**src/source/rv_isa_pkg.sv**
```systemverilog
package rv_isa_pkg;

    localparam int XLEN     = 32;
    localparam int NUM_REGS = 32;
    localparam int REG_AW   = $clog2(NUM_REGS);

    typedef logic [XLEN-1:0]   xlen_t;      // data or address word
    typedef logic [REG_AW-1:0] reg_addr_t;  // integer register index
    typedef logic [3:0]        wb_sel_t;    // writeback source
    typedef logic [2:0]        csr_cmd_t;   // csr command from decode

    // writeback source codes, anything unlisted falls back to the alu
    localparam wb_sel_t WB_ALU   = 4'd0;
    localparam wb_sel_t WB_MEMB  = 4'd1;  // signed byte load
    localparam wb_sel_t WB_MEMBU = 4'd2;  // unsigned byte load
    localparam wb_sel_t WB_MEMH  = 4'd3;  // signed halfword load
    localparam wb_sel_t WB_MEMHU = 4'd4;  // unsigned halfword load
    localparam wb_sel_t WB_MEMW  = 4'd5;
    localparam wb_sel_t WB_PC    = 4'd6;  // link value, pc + 4
    localparam wb_sel_t WB_CSR   = 4'd7;

    // csr commands
    localparam csr_cmd_t CSR_NONE  = 3'd0;
    localparam csr_cmd_t CSR_W     = 3'd1;  // csrrw
    localparam csr_cmd_t CSR_S     = 3'd2;  // csrrs
    localparam csr_cmd_t CSR_C     = 3'd3;  // csrrc
    localparam csr_cmd_t CSR_ECALL = 3'd4;
    localparam csr_cmd_t CSR_MRET  = 3'd5;
    localparam csr_cmd_t CSR_SRET  = 3'd6;

endpackage

```
**src/source/wb_pipe_pkg.sv**
```systemverilog
package wb_pipe_pkg;

    localparam int RETIRE_DEPTH = 4;  // entries between select and writer
    localparam int COUNT_W      = 32;

    // one extra bit so a full queue is distinct from an empty one
    localparam int LEVEL_W = $clog2(RETIRE_DEPTH) + 1;

    typedef logic [COUNT_W-1:0] retire_count_t;  // retired instructions
    typedef logic [LEVEL_W-1:0] queue_level_t;   // queue occupancy

endpackage

```
**src/source/wb_result_select.sv**
```systemverilog
`timescale 1ns/1ps

module wb_result_select (
    input  logic                  clk,
    input  logic                  reset_i,

    input  logic                  op_valid_i,
    input  rv_isa_pkg::xlen_t     op_pc_i,
    input  rv_isa_pkg::wb_sel_t   op_wb_sel_i,
    input  rv_isa_pkg::csr_cmd_t  op_csr_cmd_i,
    input  logic                  op_br_flg_i,
    input  logic                  op_jmp_flg_i,
    input  logic                  op_rf_wen_i,
    input  rv_isa_pkg::reg_addr_t op_wb_addr_i,
    input  rv_isa_pkg::xlen_t     op_alu_out_i,
    input  rv_isa_pkg::xlen_t     op_mem_rdata_i,
    input  rv_isa_pkg::xlen_t     op_csr_rdata_i,
    input  rv_isa_pkg::xlen_t     op_br_target_i,
    input  rv_isa_pkg::xlen_t     op_trap_vector_i,
    output logic                  op_ready_o,

    output logic                  sel_valid_o,
    output rv_isa_pkg::xlen_t     sel_pc_o,
    output logic                  sel_wen_o,
    output rv_isa_pkg::reg_addr_t sel_addr_o,
    output rv_isa_pkg::xlen_t     sel_data_o,
    output rv_isa_pkg::xlen_t     sel_next_pc_o,
    output logic                  sel_redirect_o,
    input  logic                  sel_ready_i
);

    import rv_isa_pkg::*;

    xlen_t pc_plus4;
    xlen_t wb_data;
    xlen_t next_pc;
    logic  is_trap;
    logic  redirect;
    logic  accept;

    assign pc_plus4 = op_pc_i + xlen_t'(4);

    always_comb begin
        case (op_wb_sel_i)
            WB_ALU:   wb_data = op_alu_out_i;
            WB_MEMB:  wb_data = {{24{op_mem_rdata_i[7]}}, op_mem_rdata_i[7:0]};
            WB_MEMBU: wb_data = {24'b0, op_mem_rdata_i[7:0]};
            WB_MEMH:  wb_data = {{16{op_mem_rdata_i[15]}}, op_mem_rdata_i[15:0]};
            WB_MEMHU: wb_data = {16'b0, op_mem_rdata_i[15:0]};
            WB_MEMW:  wb_data = op_mem_rdata_i;
            WB_PC:    wb_data = pc_plus4;
            WB_CSR:   wb_data = op_csr_rdata_i;
            default:  wb_data = op_alu_out_i;
        endcase
    end

    assign is_trap = (op_csr_cmd_i == CSR_ECALL) ||
                     (op_csr_cmd_i == CSR_MRET) ||
                     (op_csr_cmd_i == CSR_SRET);

    // branch wins over jump, jump over trap
    assign next_pc = op_br_flg_i  ? op_br_target_i   :
                     op_jmp_flg_i ? op_alu_out_i     :  // jalr/jal target from alu
                     is_trap      ? op_trap_vector_i :
                                    pc_plus4;

    assign redirect = op_br_flg_i || op_jmp_flg_i || is_trap;

    assign op_ready_o = !sel_valid_o || sel_ready_i;  // slot empty or draining
    assign accept     = op_valid_i && op_ready_o;

    always_ff @(posedge clk) begin
        if (reset_i) begin
            sel_valid_o <= 1'b0;
        end else if (accept) begin
            sel_valid_o <= 1'b1;
        end else if (sel_ready_i) begin
            sel_valid_o <= 1'b0;
        end
    end

    always_ff @(posedge clk) begin
        if (accept) begin
            sel_pc_o       <= op_pc_i;
            sel_wen_o      <= op_rf_wen_i;
            sel_addr_o     <= op_wb_addr_i;
            sel_data_o     <= wb_data;
            sel_next_pc_o  <= next_pc;
            sel_redirect_o <= redirect;
        end
    end

endmodule

```
**src/source/retire_queue.sv**
```systemverilog
`timescale 1ns/1ps

module retire_queue #(
    parameter int DEPTH = wb_pipe_pkg::RETIRE_DEPTH
) (
    input  logic                  clk,
    input  logic                  reset_i,

    input  logic                  push_valid_i,
    input  rv_isa_pkg::xlen_t     push_pc_i,
    input  logic                  push_wen_i,
    input  rv_isa_pkg::reg_addr_t push_addr_i,
    input  rv_isa_pkg::xlen_t     push_data_i,
    input  rv_isa_pkg::xlen_t     push_next_pc_i,
    input  logic                  push_redirect_i,
    output logic                  push_ready_o,

    output logic                  pop_valid_o,
    output rv_isa_pkg::xlen_t     pop_pc_o,
    output logic                  pop_wen_o,
    output rv_isa_pkg::reg_addr_t pop_addr_o,
    output rv_isa_pkg::xlen_t     pop_data_o,
    output rv_isa_pkg::xlen_t     pop_next_pc_o,
    output logic                  pop_redirect_o,
    input  logic                  pop_ready_i
);

    import rv_isa_pkg::*;
    import wb_pipe_pkg::*;

    localparam int PTR_W = $clog2(DEPTH);

    xlen_t     pc_mem      [DEPTH];
    logic      wen_mem     [DEPTH];
    reg_addr_t addr_mem    [DEPTH];
    xlen_t     data_mem    [DEPTH];
    xlen_t     next_pc_mem [DEPTH];
    logic      redir_mem   [DEPTH];

    logic [PTR_W-1:0] wr_ptr;
    logic [PTR_W-1:0] rd_ptr;
    queue_level_t     level;
    logic             push;
    logic             pop;

    assign push_ready_o = (level != queue_level_t'(DEPTH));
    assign pop_valid_o  = (level != '0);
    assign push         = push_valid_i && push_ready_o;
    assign pop          = pop_valid_o && pop_ready_i;

    always_ff @(posedge clk) begin
        if (reset_i) begin
            wr_ptr <= '0;
            rd_ptr <= '0;
            level  <= '0;
        end else begin
            if (push) wr_ptr <= wr_ptr + 1'b1;  // wraps, depth is a power of two
            if (pop)  rd_ptr <= rd_ptr + 1'b1;
            if (push && !pop) begin
                level <= level + 1'b1;
            end else if (pop && !push) begin
                level <= level - 1'b1;
            end
        end
    end

    always_ff @(posedge clk) begin
        if (push) begin
            pc_mem[wr_ptr]      <= push_pc_i;
            wen_mem[wr_ptr]     <= push_wen_i;
            addr_mem[wr_ptr]    <= push_addr_i;
            data_mem[wr_ptr]    <= push_data_i;
            next_pc_mem[wr_ptr] <= push_next_pc_i;
            redir_mem[wr_ptr]   <= push_redirect_i;
        end
    end

    assign pop_pc_o       = pc_mem[rd_ptr];
    assign pop_wen_o      = wen_mem[rd_ptr];
    assign pop_addr_o     = addr_mem[rd_ptr];
    assign pop_data_o     = data_mem[rd_ptr];
    assign pop_next_pc_o  = next_pc_mem[rd_ptr];
    assign pop_redirect_o = redir_mem[rd_ptr];

endmodule

```
**src/source/regfile_writer.sv**
```systemverilog
`timescale 1ns/1ps

module regfile_writer (
    input  logic                       clk,
    input  logic                       reset_i,
    input  logic                       stall_i,

    input  logic                       q_valid_i,
    input  rv_isa_pkg::xlen_t          q_pc_i,
    input  logic                       q_wen_i,
    input  rv_isa_pkg::reg_addr_t      q_addr_i,
    input  rv_isa_pkg::xlen_t          q_data_i,
    input  rv_isa_pkg::xlen_t          q_next_pc_i,
    input  logic                       q_redirect_i,
    output logic                       q_ready_o,

    output logic                       retire_valid_o,
    output rv_isa_pkg::xlen_t          retire_pc_o,
    output rv_isa_pkg::xlen_t          next_pc_o,
    output logic                       redirect_o,
    output wb_pipe_pkg::retire_count_t retire_count_o,

    input  rv_isa_pkg::reg_addr_t      rf_raddr_i,
    output rv_isa_pkg::xlen_t          rf_rdata_o
);

    import rv_isa_pkg::*;
    import wb_pipe_pkg::*;

    xlen_t regs [NUM_REGS];
    logic  pop;

    assign q_ready_o = !stall_i;  // writeback port busy while stalled
    assign pop       = q_valid_i && q_ready_o;

    always_ff @(posedge clk) begin
        if (reset_i) begin
            for (int i = 0; i < NUM_REGS; i++) begin
                regs[i] <= '0;
            end
        end else if (pop && q_wen_i && (q_addr_i != '0)) begin
            regs[q_addr_i] <= q_data_i;  // x0 is never written
        end
    end

    assign rf_rdata_o = (rf_raddr_i == '0) ? '0 : regs[rf_raddr_i];

    always_ff @(posedge clk) begin
        if (reset_i) begin
            retire_valid_o <= 1'b0;
            retire_count_o <= '0;
        end else begin
            retire_valid_o <= pop;
            if (pop) begin
                retire_count_o <= retire_count_o + retire_count_t'(1);
            end
        end
    end

    // retired instruction's values, held until the next pop
    always_ff @(posedge clk) begin
        if (pop) begin
            retire_pc_o <= q_pc_i;
            next_pc_o   <= q_next_pc_i;
            redirect_o  <= q_redirect_i;
        end
    end

endmodule

```
**src/source/wb_subsystem.sv**
```systemverilog
`timescale 1ns/1ps

module wb_subsystem (
    input  logic                       clk,
    input  logic                       reset_i,

    input  logic                       op_valid_i,
    input  rv_isa_pkg::xlen_t          op_pc_i,
    input  rv_isa_pkg::wb_sel_t        op_wb_sel_i,
    input  rv_isa_pkg::csr_cmd_t       op_csr_cmd_i,
    input  logic                       op_br_flg_i,
    input  logic                       op_jmp_flg_i,
    input  logic                       op_rf_wen_i,
    input  rv_isa_pkg::reg_addr_t      op_wb_addr_i,
    input  rv_isa_pkg::xlen_t          op_alu_out_i,
    input  rv_isa_pkg::xlen_t          op_mem_rdata_i,
    input  rv_isa_pkg::xlen_t          op_csr_rdata_i,
    input  rv_isa_pkg::xlen_t          op_br_target_i,
    input  rv_isa_pkg::xlen_t          op_trap_vector_i,
    output logic                       op_ready_o,

    input  logic                       stall_i,
    output logic                       retire_valid_o,
    output rv_isa_pkg::xlen_t          retire_pc_o,
    output rv_isa_pkg::xlen_t          next_pc_o,
    output logic                       redirect_o,
    output wb_pipe_pkg::retire_count_t retire_count_o,

    input  rv_isa_pkg::reg_addr_t      rf_raddr_i,
    output rv_isa_pkg::xlen_t          rf_rdata_o
);

    import rv_isa_pkg::*;
    import wb_pipe_pkg::*;

    logic      sel_valid;
    xlen_t     sel_pc;
    logic      sel_wen;
    reg_addr_t sel_addr;
    xlen_t     sel_data;
    xlen_t     sel_next_pc;
    logic      sel_redirect;
    logic      sel_ready;

    logic      q_valid;
    xlen_t     q_pc;
    logic      q_wen;
    reg_addr_t q_addr;
    xlen_t     q_data;
    xlen_t     q_next_pc;
    logic      q_redirect;
    logic      q_ready;

    wb_result_select u_select (
        .clk              (clk),
        .reset_i          (reset_i),
        .op_valid_i       (op_valid_i),
        .op_pc_i          (op_pc_i),
        .op_wb_sel_i      (op_wb_sel_i),
        .op_csr_cmd_i     (op_csr_cmd_i),
        .op_br_flg_i      (op_br_flg_i),
        .op_jmp_flg_i     (op_jmp_flg_i),
        .op_rf_wen_i      (op_rf_wen_i),
        .op_wb_addr_i     (op_wb_addr_i),
        .op_alu_out_i     (op_alu_out_i),
        .op_mem_rdata_i   (op_mem_rdata_i),
        .op_csr_rdata_i   (op_csr_rdata_i),
        .op_br_target_i   (op_br_target_i),
        .op_trap_vector_i (op_trap_vector_i),
        .op_ready_o       (op_ready_o),
        .sel_valid_o      (sel_valid),
        .sel_pc_o         (sel_pc),
        .sel_wen_o        (sel_wen),
        .sel_addr_o       (sel_addr),
        .sel_data_o       (sel_data),
        .sel_next_pc_o    (sel_next_pc),
        .sel_redirect_o   (sel_redirect),
        .sel_ready_i      (sel_ready)
    );

    retire_queue #(
        .DEPTH (RETIRE_DEPTH)
    ) u_queue (
        .clk             (clk),
        .reset_i         (reset_i),
        .push_valid_i    (sel_valid),
        .push_pc_i       (sel_pc),
        .push_wen_i      (sel_wen),
        .push_addr_i     (sel_addr),
        .push_data_i     (sel_data),
        .push_next_pc_i  (sel_next_pc),
        .push_redirect_i (sel_redirect),
        .push_ready_o    (sel_ready),
        .pop_valid_o     (q_valid),
        .pop_pc_o        (q_pc),
        .pop_wen_o       (q_wen),
        .pop_addr_o      (q_addr),
        .pop_data_o      (q_data),
        .pop_next_pc_o   (q_next_pc),
        .pop_redirect_o  (q_redirect),
        .pop_ready_i     (q_ready)
    );

    regfile_writer u_writer (
        .clk            (clk),
        .reset_i        (reset_i),
        .stall_i        (stall_i),
        .q_valid_i      (q_valid),
        .q_pc_i         (q_pc),
        .q_wen_i        (q_wen),
        .q_addr_i       (q_addr),
        .q_data_i       (q_data),
        .q_next_pc_i    (q_next_pc),
        .q_redirect_i   (q_redirect),
        .q_ready_o      (q_ready),
        .retire_valid_o (retire_valid_o),
        .retire_pc_o    (retire_pc_o),
        .next_pc_o      (next_pc_o),
        .redirect_o     (redirect_o),
        .retire_count_o (retire_count_o),
        .rf_raddr_i     (rf_raddr_i),
        .rf_rdata_o     (rf_rdata_o)
    );

endmodule

```
**config.mk**
```make
export PLATFORM = sky130hd
export DESIGN_NAME = wb_subsystem
export DESIGN_NICKNAME = d
export VERILOG_FILES = /design/src/source/rv_isa_pkg.sv /design/src/source/wb_pipe_pkg.sv /design/src/source/wb_result_select.sv /design/src/source/retire_queue.sv /design/src/source/regfile_writer.sv /design/src/source/wb_subsystem.sv
export SDC_FILE = /design/constraint.sdc
export NUM_CORES = 2
export LEC_CHECK = 0
export BUFFER_PORTS_ARGS = -buffer_cell sky130_fd_sc_hd__buf_2
export CELL_PAD_IN_SITES_DETAIL_PLACEMENT = 1
export CELL_PAD_IN_SITES_GLOBAL_PLACEMENT = 1
export CORE_MARGIN = 2
export CORE_UTILIZATION = 52
export DETAILED_ROUTE_END_ITERATION = 8
export MAX_ROUTING_LAYER = met4
export PLACE_DENSITY = 0.9
export SLEW_MARGIN = 10
export SYNTH_ARGS = -nofsm -noshare
export SYNTH_HDL_FRONTEND = slang
export SYNTH_SLANG_ARGS = --single-unit
```
**constraint.sdc**
```tcl
create_clock -name clk -period 9.2 [get_ports clk]
set_input_delay 0.46 -clock clk [delete_from_list [all_inputs] [get_ports clk]]
set_output_delay 0.46 -clock clk [all_outputs]
set_load 0.01 [all_outputs]
```
==> impl_results.md <==
- Initial core utilization: 0.522
- Sequential fraction of the synthesis area: 0.706
- Count of vias placed by the detailed router: 48600
- Violations in the final reports: DRC, capacitance limit, slew limit
- Top post-synthesis cells by area: sky130_fd_sc_hd__edfxtp_1 69%, sky130_fd_sc_hd__mux4_2 11%, sky130_fd_sc_hd__nor2_1 4.9%
- Switching power of the nets: 6.23 mW
- Fin Setup TNS: 0 ps
- Dominant cell type by count on the critical path: sky130_fd_sc_hd__buf_4
- Predominant post-synthesis flop cell: sky130_fd_sc_hd__edfxtp_1
- Buf+Inv Stages, Crit Path: 6
- Setup violators final: 0
- Worst endpoint required time: 9620 ps
- Clock buffer depth: 3
- Final cell utilization of the core: 0.597
- Mean cell area of the mapped netlist: 15.3 um^2
- Reg clk slew, reported paths: 60 ps
- Type of origin of the critical path: input port
- Number of distinct library cells after synthesis: 56
- Syn. warnings: 0
- Largest net degree at the start of global routing: approximately 120
- DP Worst Slack: 4640 ps
- Io pins: 347
- Share of total power in sequential cells: 0.466
- Final Wtd Congestion: 0.925
- Global-route usage over all layers: 0.384
- Antenna violations before repair: 27
- Wire length of the first global-routing pass: 364 mm
- Post-synthesis sequential element count: 1647
- Kind of capture point of the worst setup path: register
- Slew margin rel.: -0.0673
- DRC violations left: 35
- Slew Viols, Final: 5
- Finished Cell Area: 79400 um^2
- Detailed-routing iteration count for the pre-antenna-repair pass: 9
- Internal power of the cells: 13.4 mW
- Final hold violation count: 0
- Most frequent cell after synthesis: sky130_fd_sc_hd__edfxtp_1
- Worst hold stages: 3
- H-tree lvl count: 4
- Final cycle utilization of the critical path: 0.478
- Cell type with the highest aggregate area in the netlist: sky130_fd_sc_hd__edfxtp_1
- Number of buffers created by CTS: 165
- Total number of cells along the worst setup path: 9
- FFs w/ async S/R, synth: 0
- Worst vdd ir: 0.000199 V
- Placed Instance Area: 73400 um^2
- Core Area: 133000 um^2
- Total placed cells including tap cells: 6448
- Ordered list of cells on the worst path: dlygate4sd3_1 -> buf_4 -> inv_2 -> buf_4 -> nand4_1 -> nor3_4 -> buf_4 -> inv_1 -> o21ai_4
- Fraction of layout cells with a size suffix above 1: 0.226
- Proportion of power drawn by combinational gates: 0.186
- Half-perimeter wire length of the detailed placement result: 145 mm
- Critical path arrival: 4820 ps
- Number of rows created at floorplan: 134
- Growth of design area from synthesis to finish: 14.3%
- Via count of the first global-routing pass: 49600
- Number of max-cap violations: 1
- Post-DR wirelength/cell: 37.3 um
- Top cells by count, synth: 1604 x sky130_fd_sc_hd__edfxtp_1, 907 x sky130_fd_sc_hd__nor2_1, 327 x sky130_fd_sc_hd__mux4_2, 247 x sky130_fd_sc_hd__nand2_1, 222 x sky130_fd_sc_hd__clkbuf_1
- Min setup slack post-route: 4800 ps
- Worst clock skew: 50.1 ps
- Worst Path Max Fanout: 34
- Post-Route Hold Slack: between 70 and 80 ps
- Type of the most critical hold path: input port to register
- Overall die width: 369 um
- Total design power: 19.6 mW
- Later-pin clock latency in the skew report: 850 ps
- Family with the most delay on the worst path: buffers and inverters
- Aggregate global routing overflow: 0
- Post-detailed-route via-to-cell ratio: 7.10
- Leakage component of the power: 26.7 nW
- Delay of the slowest critical-path stage: 1080 ps
- Unrepaired setup endpoints after global routing: no
- Sw Ratio: 0.317
- Share of power burned in the clock network: 0.348
- Starting DRT DRC Count: 9164
- Post-synth design cell area: roughly 69000 um^2
- Net count, final: between 5000 and 6000
- Worst Reg-to-Reg Cells: 7
- Clock tree from TritonCTS: built
- Fraction of met3 tracks used by global routing: 0.112
- Count of input and output buffers: between 300 and 400
- CTS Sinks: 1647
- Number of non-filler instances in the completed layout: 6843
- Met2 global-route usage: 0.603
- Clock root buffer: sky130_fd_sc_hd__clkbuf_16
- Final ANT Viol Nets: 0
- Highest-delay cell along the critical path: sky130_fd_sc_hd__o21ai_4
- Die outline height: 369 um
- Type of the setup path with the least slack: input port to register
- Detailed Route WL: 256 mm
- Die ar.: 137000 um^2
- Fmax: between 200 and 250 MHz
- Final worst path period need: 4400 ps
- Yosys top cell area share: 0.693
- Worst slew pin tran: between 1500 and 2000 ps
- Areal power density over the cells: 247 nW/um^2
- Instance count of the mapped netlist: 4545
- Layer with the highest usage after global routing: met2
- Result of the run: finished, violations left
- Met1 usage in global routing: 0.446
- Number of enable flip-flop cells after synthesis: 1604
[cell type report]
cell class / count / area, um^2
diodes: 32 / 80.1
clock buffers: 205 / 4320
clock inverters: 94 / 923
fillers: 12000 / 53500
inverters: 37 / 139
multi-input cells: 2532 / 19400
flip-flops and latches: 1647 / 49000
well taps: 1768 / 2210
repair buffers: 528 / 3340
[placed cells by master, fill, tap and decap left out, drive strengths merged, types with 25 or more instances in the layout]
master | netlist | routed
clkbuf | 222 | 205
mux4 | 327 | 327
a22oi | 25 | 25
a31oi | 29 | 29
nor3 | 205 | 205
mux2 | 47 | 47
nand2b | 35 | 35
edfxtp | 1604 | 1604
clkinv | 0 | 71
buf | 138 | 464
dfxtp | 43 | 43
nor2 | 907 | 907
o21a | 38 | 38
dlygate4sd3 | 0 | 64
mux2i | 126 | 126
nand2 | 247 | 247
a221o | 32 | 32
nand3 | 39 | 39
o21ai | 105 | 105
conb | 1 | 32
diode | 0 | 32
xor2 | 26 | 26
inv | 37 | 43
a21oi | 87 | 87
[worst min-delay path: cells and delay by family]
| family | cells | cell delay (ps) |
|---|---|---|
| buffers and inverters | 1 | 90 |
| AND/OR/NAND/NOR | 2 | 220 |
[flip-flops by register name, indices dropped and copies added (netlist names), 3 cells and up, named ones only]
signal	flops
u_writer.next_pc_o	32
u_queue.wen_mem	4
u_queue.level	3
u_queue.addr_mem	20
u_select.sel_next_pc_o	32
u_queue.next_pc_mem	128
u_writer.retire_pc_o	32
u_select.sel_data_o	32
u_writer.retire_count_o	32
u_queue.data_mem	128
u_select.sel_addr_o	5
u_queue.redir_mem	4
u_queue.pc_mem	128
u_writer.regs	1024
u_select.sel_pc_o	32
[power groups by stage]
stage          combinational, mW  clock (mW)  sequential (mW)
2_1_floorplan               1.83           0             9.14
3_3_place_gp                3.16           0             9.18
3_5_place_dp                3.30           0             9.24
4_1_cts                     3.44        6.75             9.12
5_1_grt                     3.66        7.03             9.17
6_report                    3.65        6.83             9.15
[cell families (layout without fill, tap and decap cells)]
logic type      after synthesis  in the layout  synth area share
buf+inv                     397            864            0.0232
simple gates               1545           1545            0.0941
xor+xnor                     43             43           0.00542
fa+ha+maj                     8              8           0.00155
compound gates              404            404            0.0381
flops                      1647           1647             0.706
other cells                   1             64         0.0000540
mux                         500            500             0.132
[what timing repair did]
item,in CTS,in global routing
buffers inserted,0,0
resized for setup,0,0
hold buffers,64,0
endpoints found under the hold margin,83,0
[layer usage]
layer	up-vias	part of all wire	wire, um
li1	18000	-	-
met5	-	0	0
met4	0	0.070	17900
met1	24200	0.32	80900
met3	1281	0.14	34700
met2	5067	0.48	122000
[path summary, 6_finish.rpt]
| path | to | slack, ps | startpoint |
|---|---|---|---|
| setup / recovery | u_writer.regs[3][31]$_SDFFCE_PN0P_ | 4800 | reset_i |
| hold / removal | u_select.sel_data_o[5]$_DFFE_PP_ | 80 | op_mem_rdata_i[5] |
| setup reg to reg | u_writer.regs[11][26]$_SDFFCE_PN0P_ | 4930 | register |
| hold reg to reg | u_queue.pc_mem[1][12]$_DFFE_PP_ | 500 | u_select.sel_pc_o[12]$_DFFE_PP_ |
Note: power is estimated with default switching activity, not from simulation.
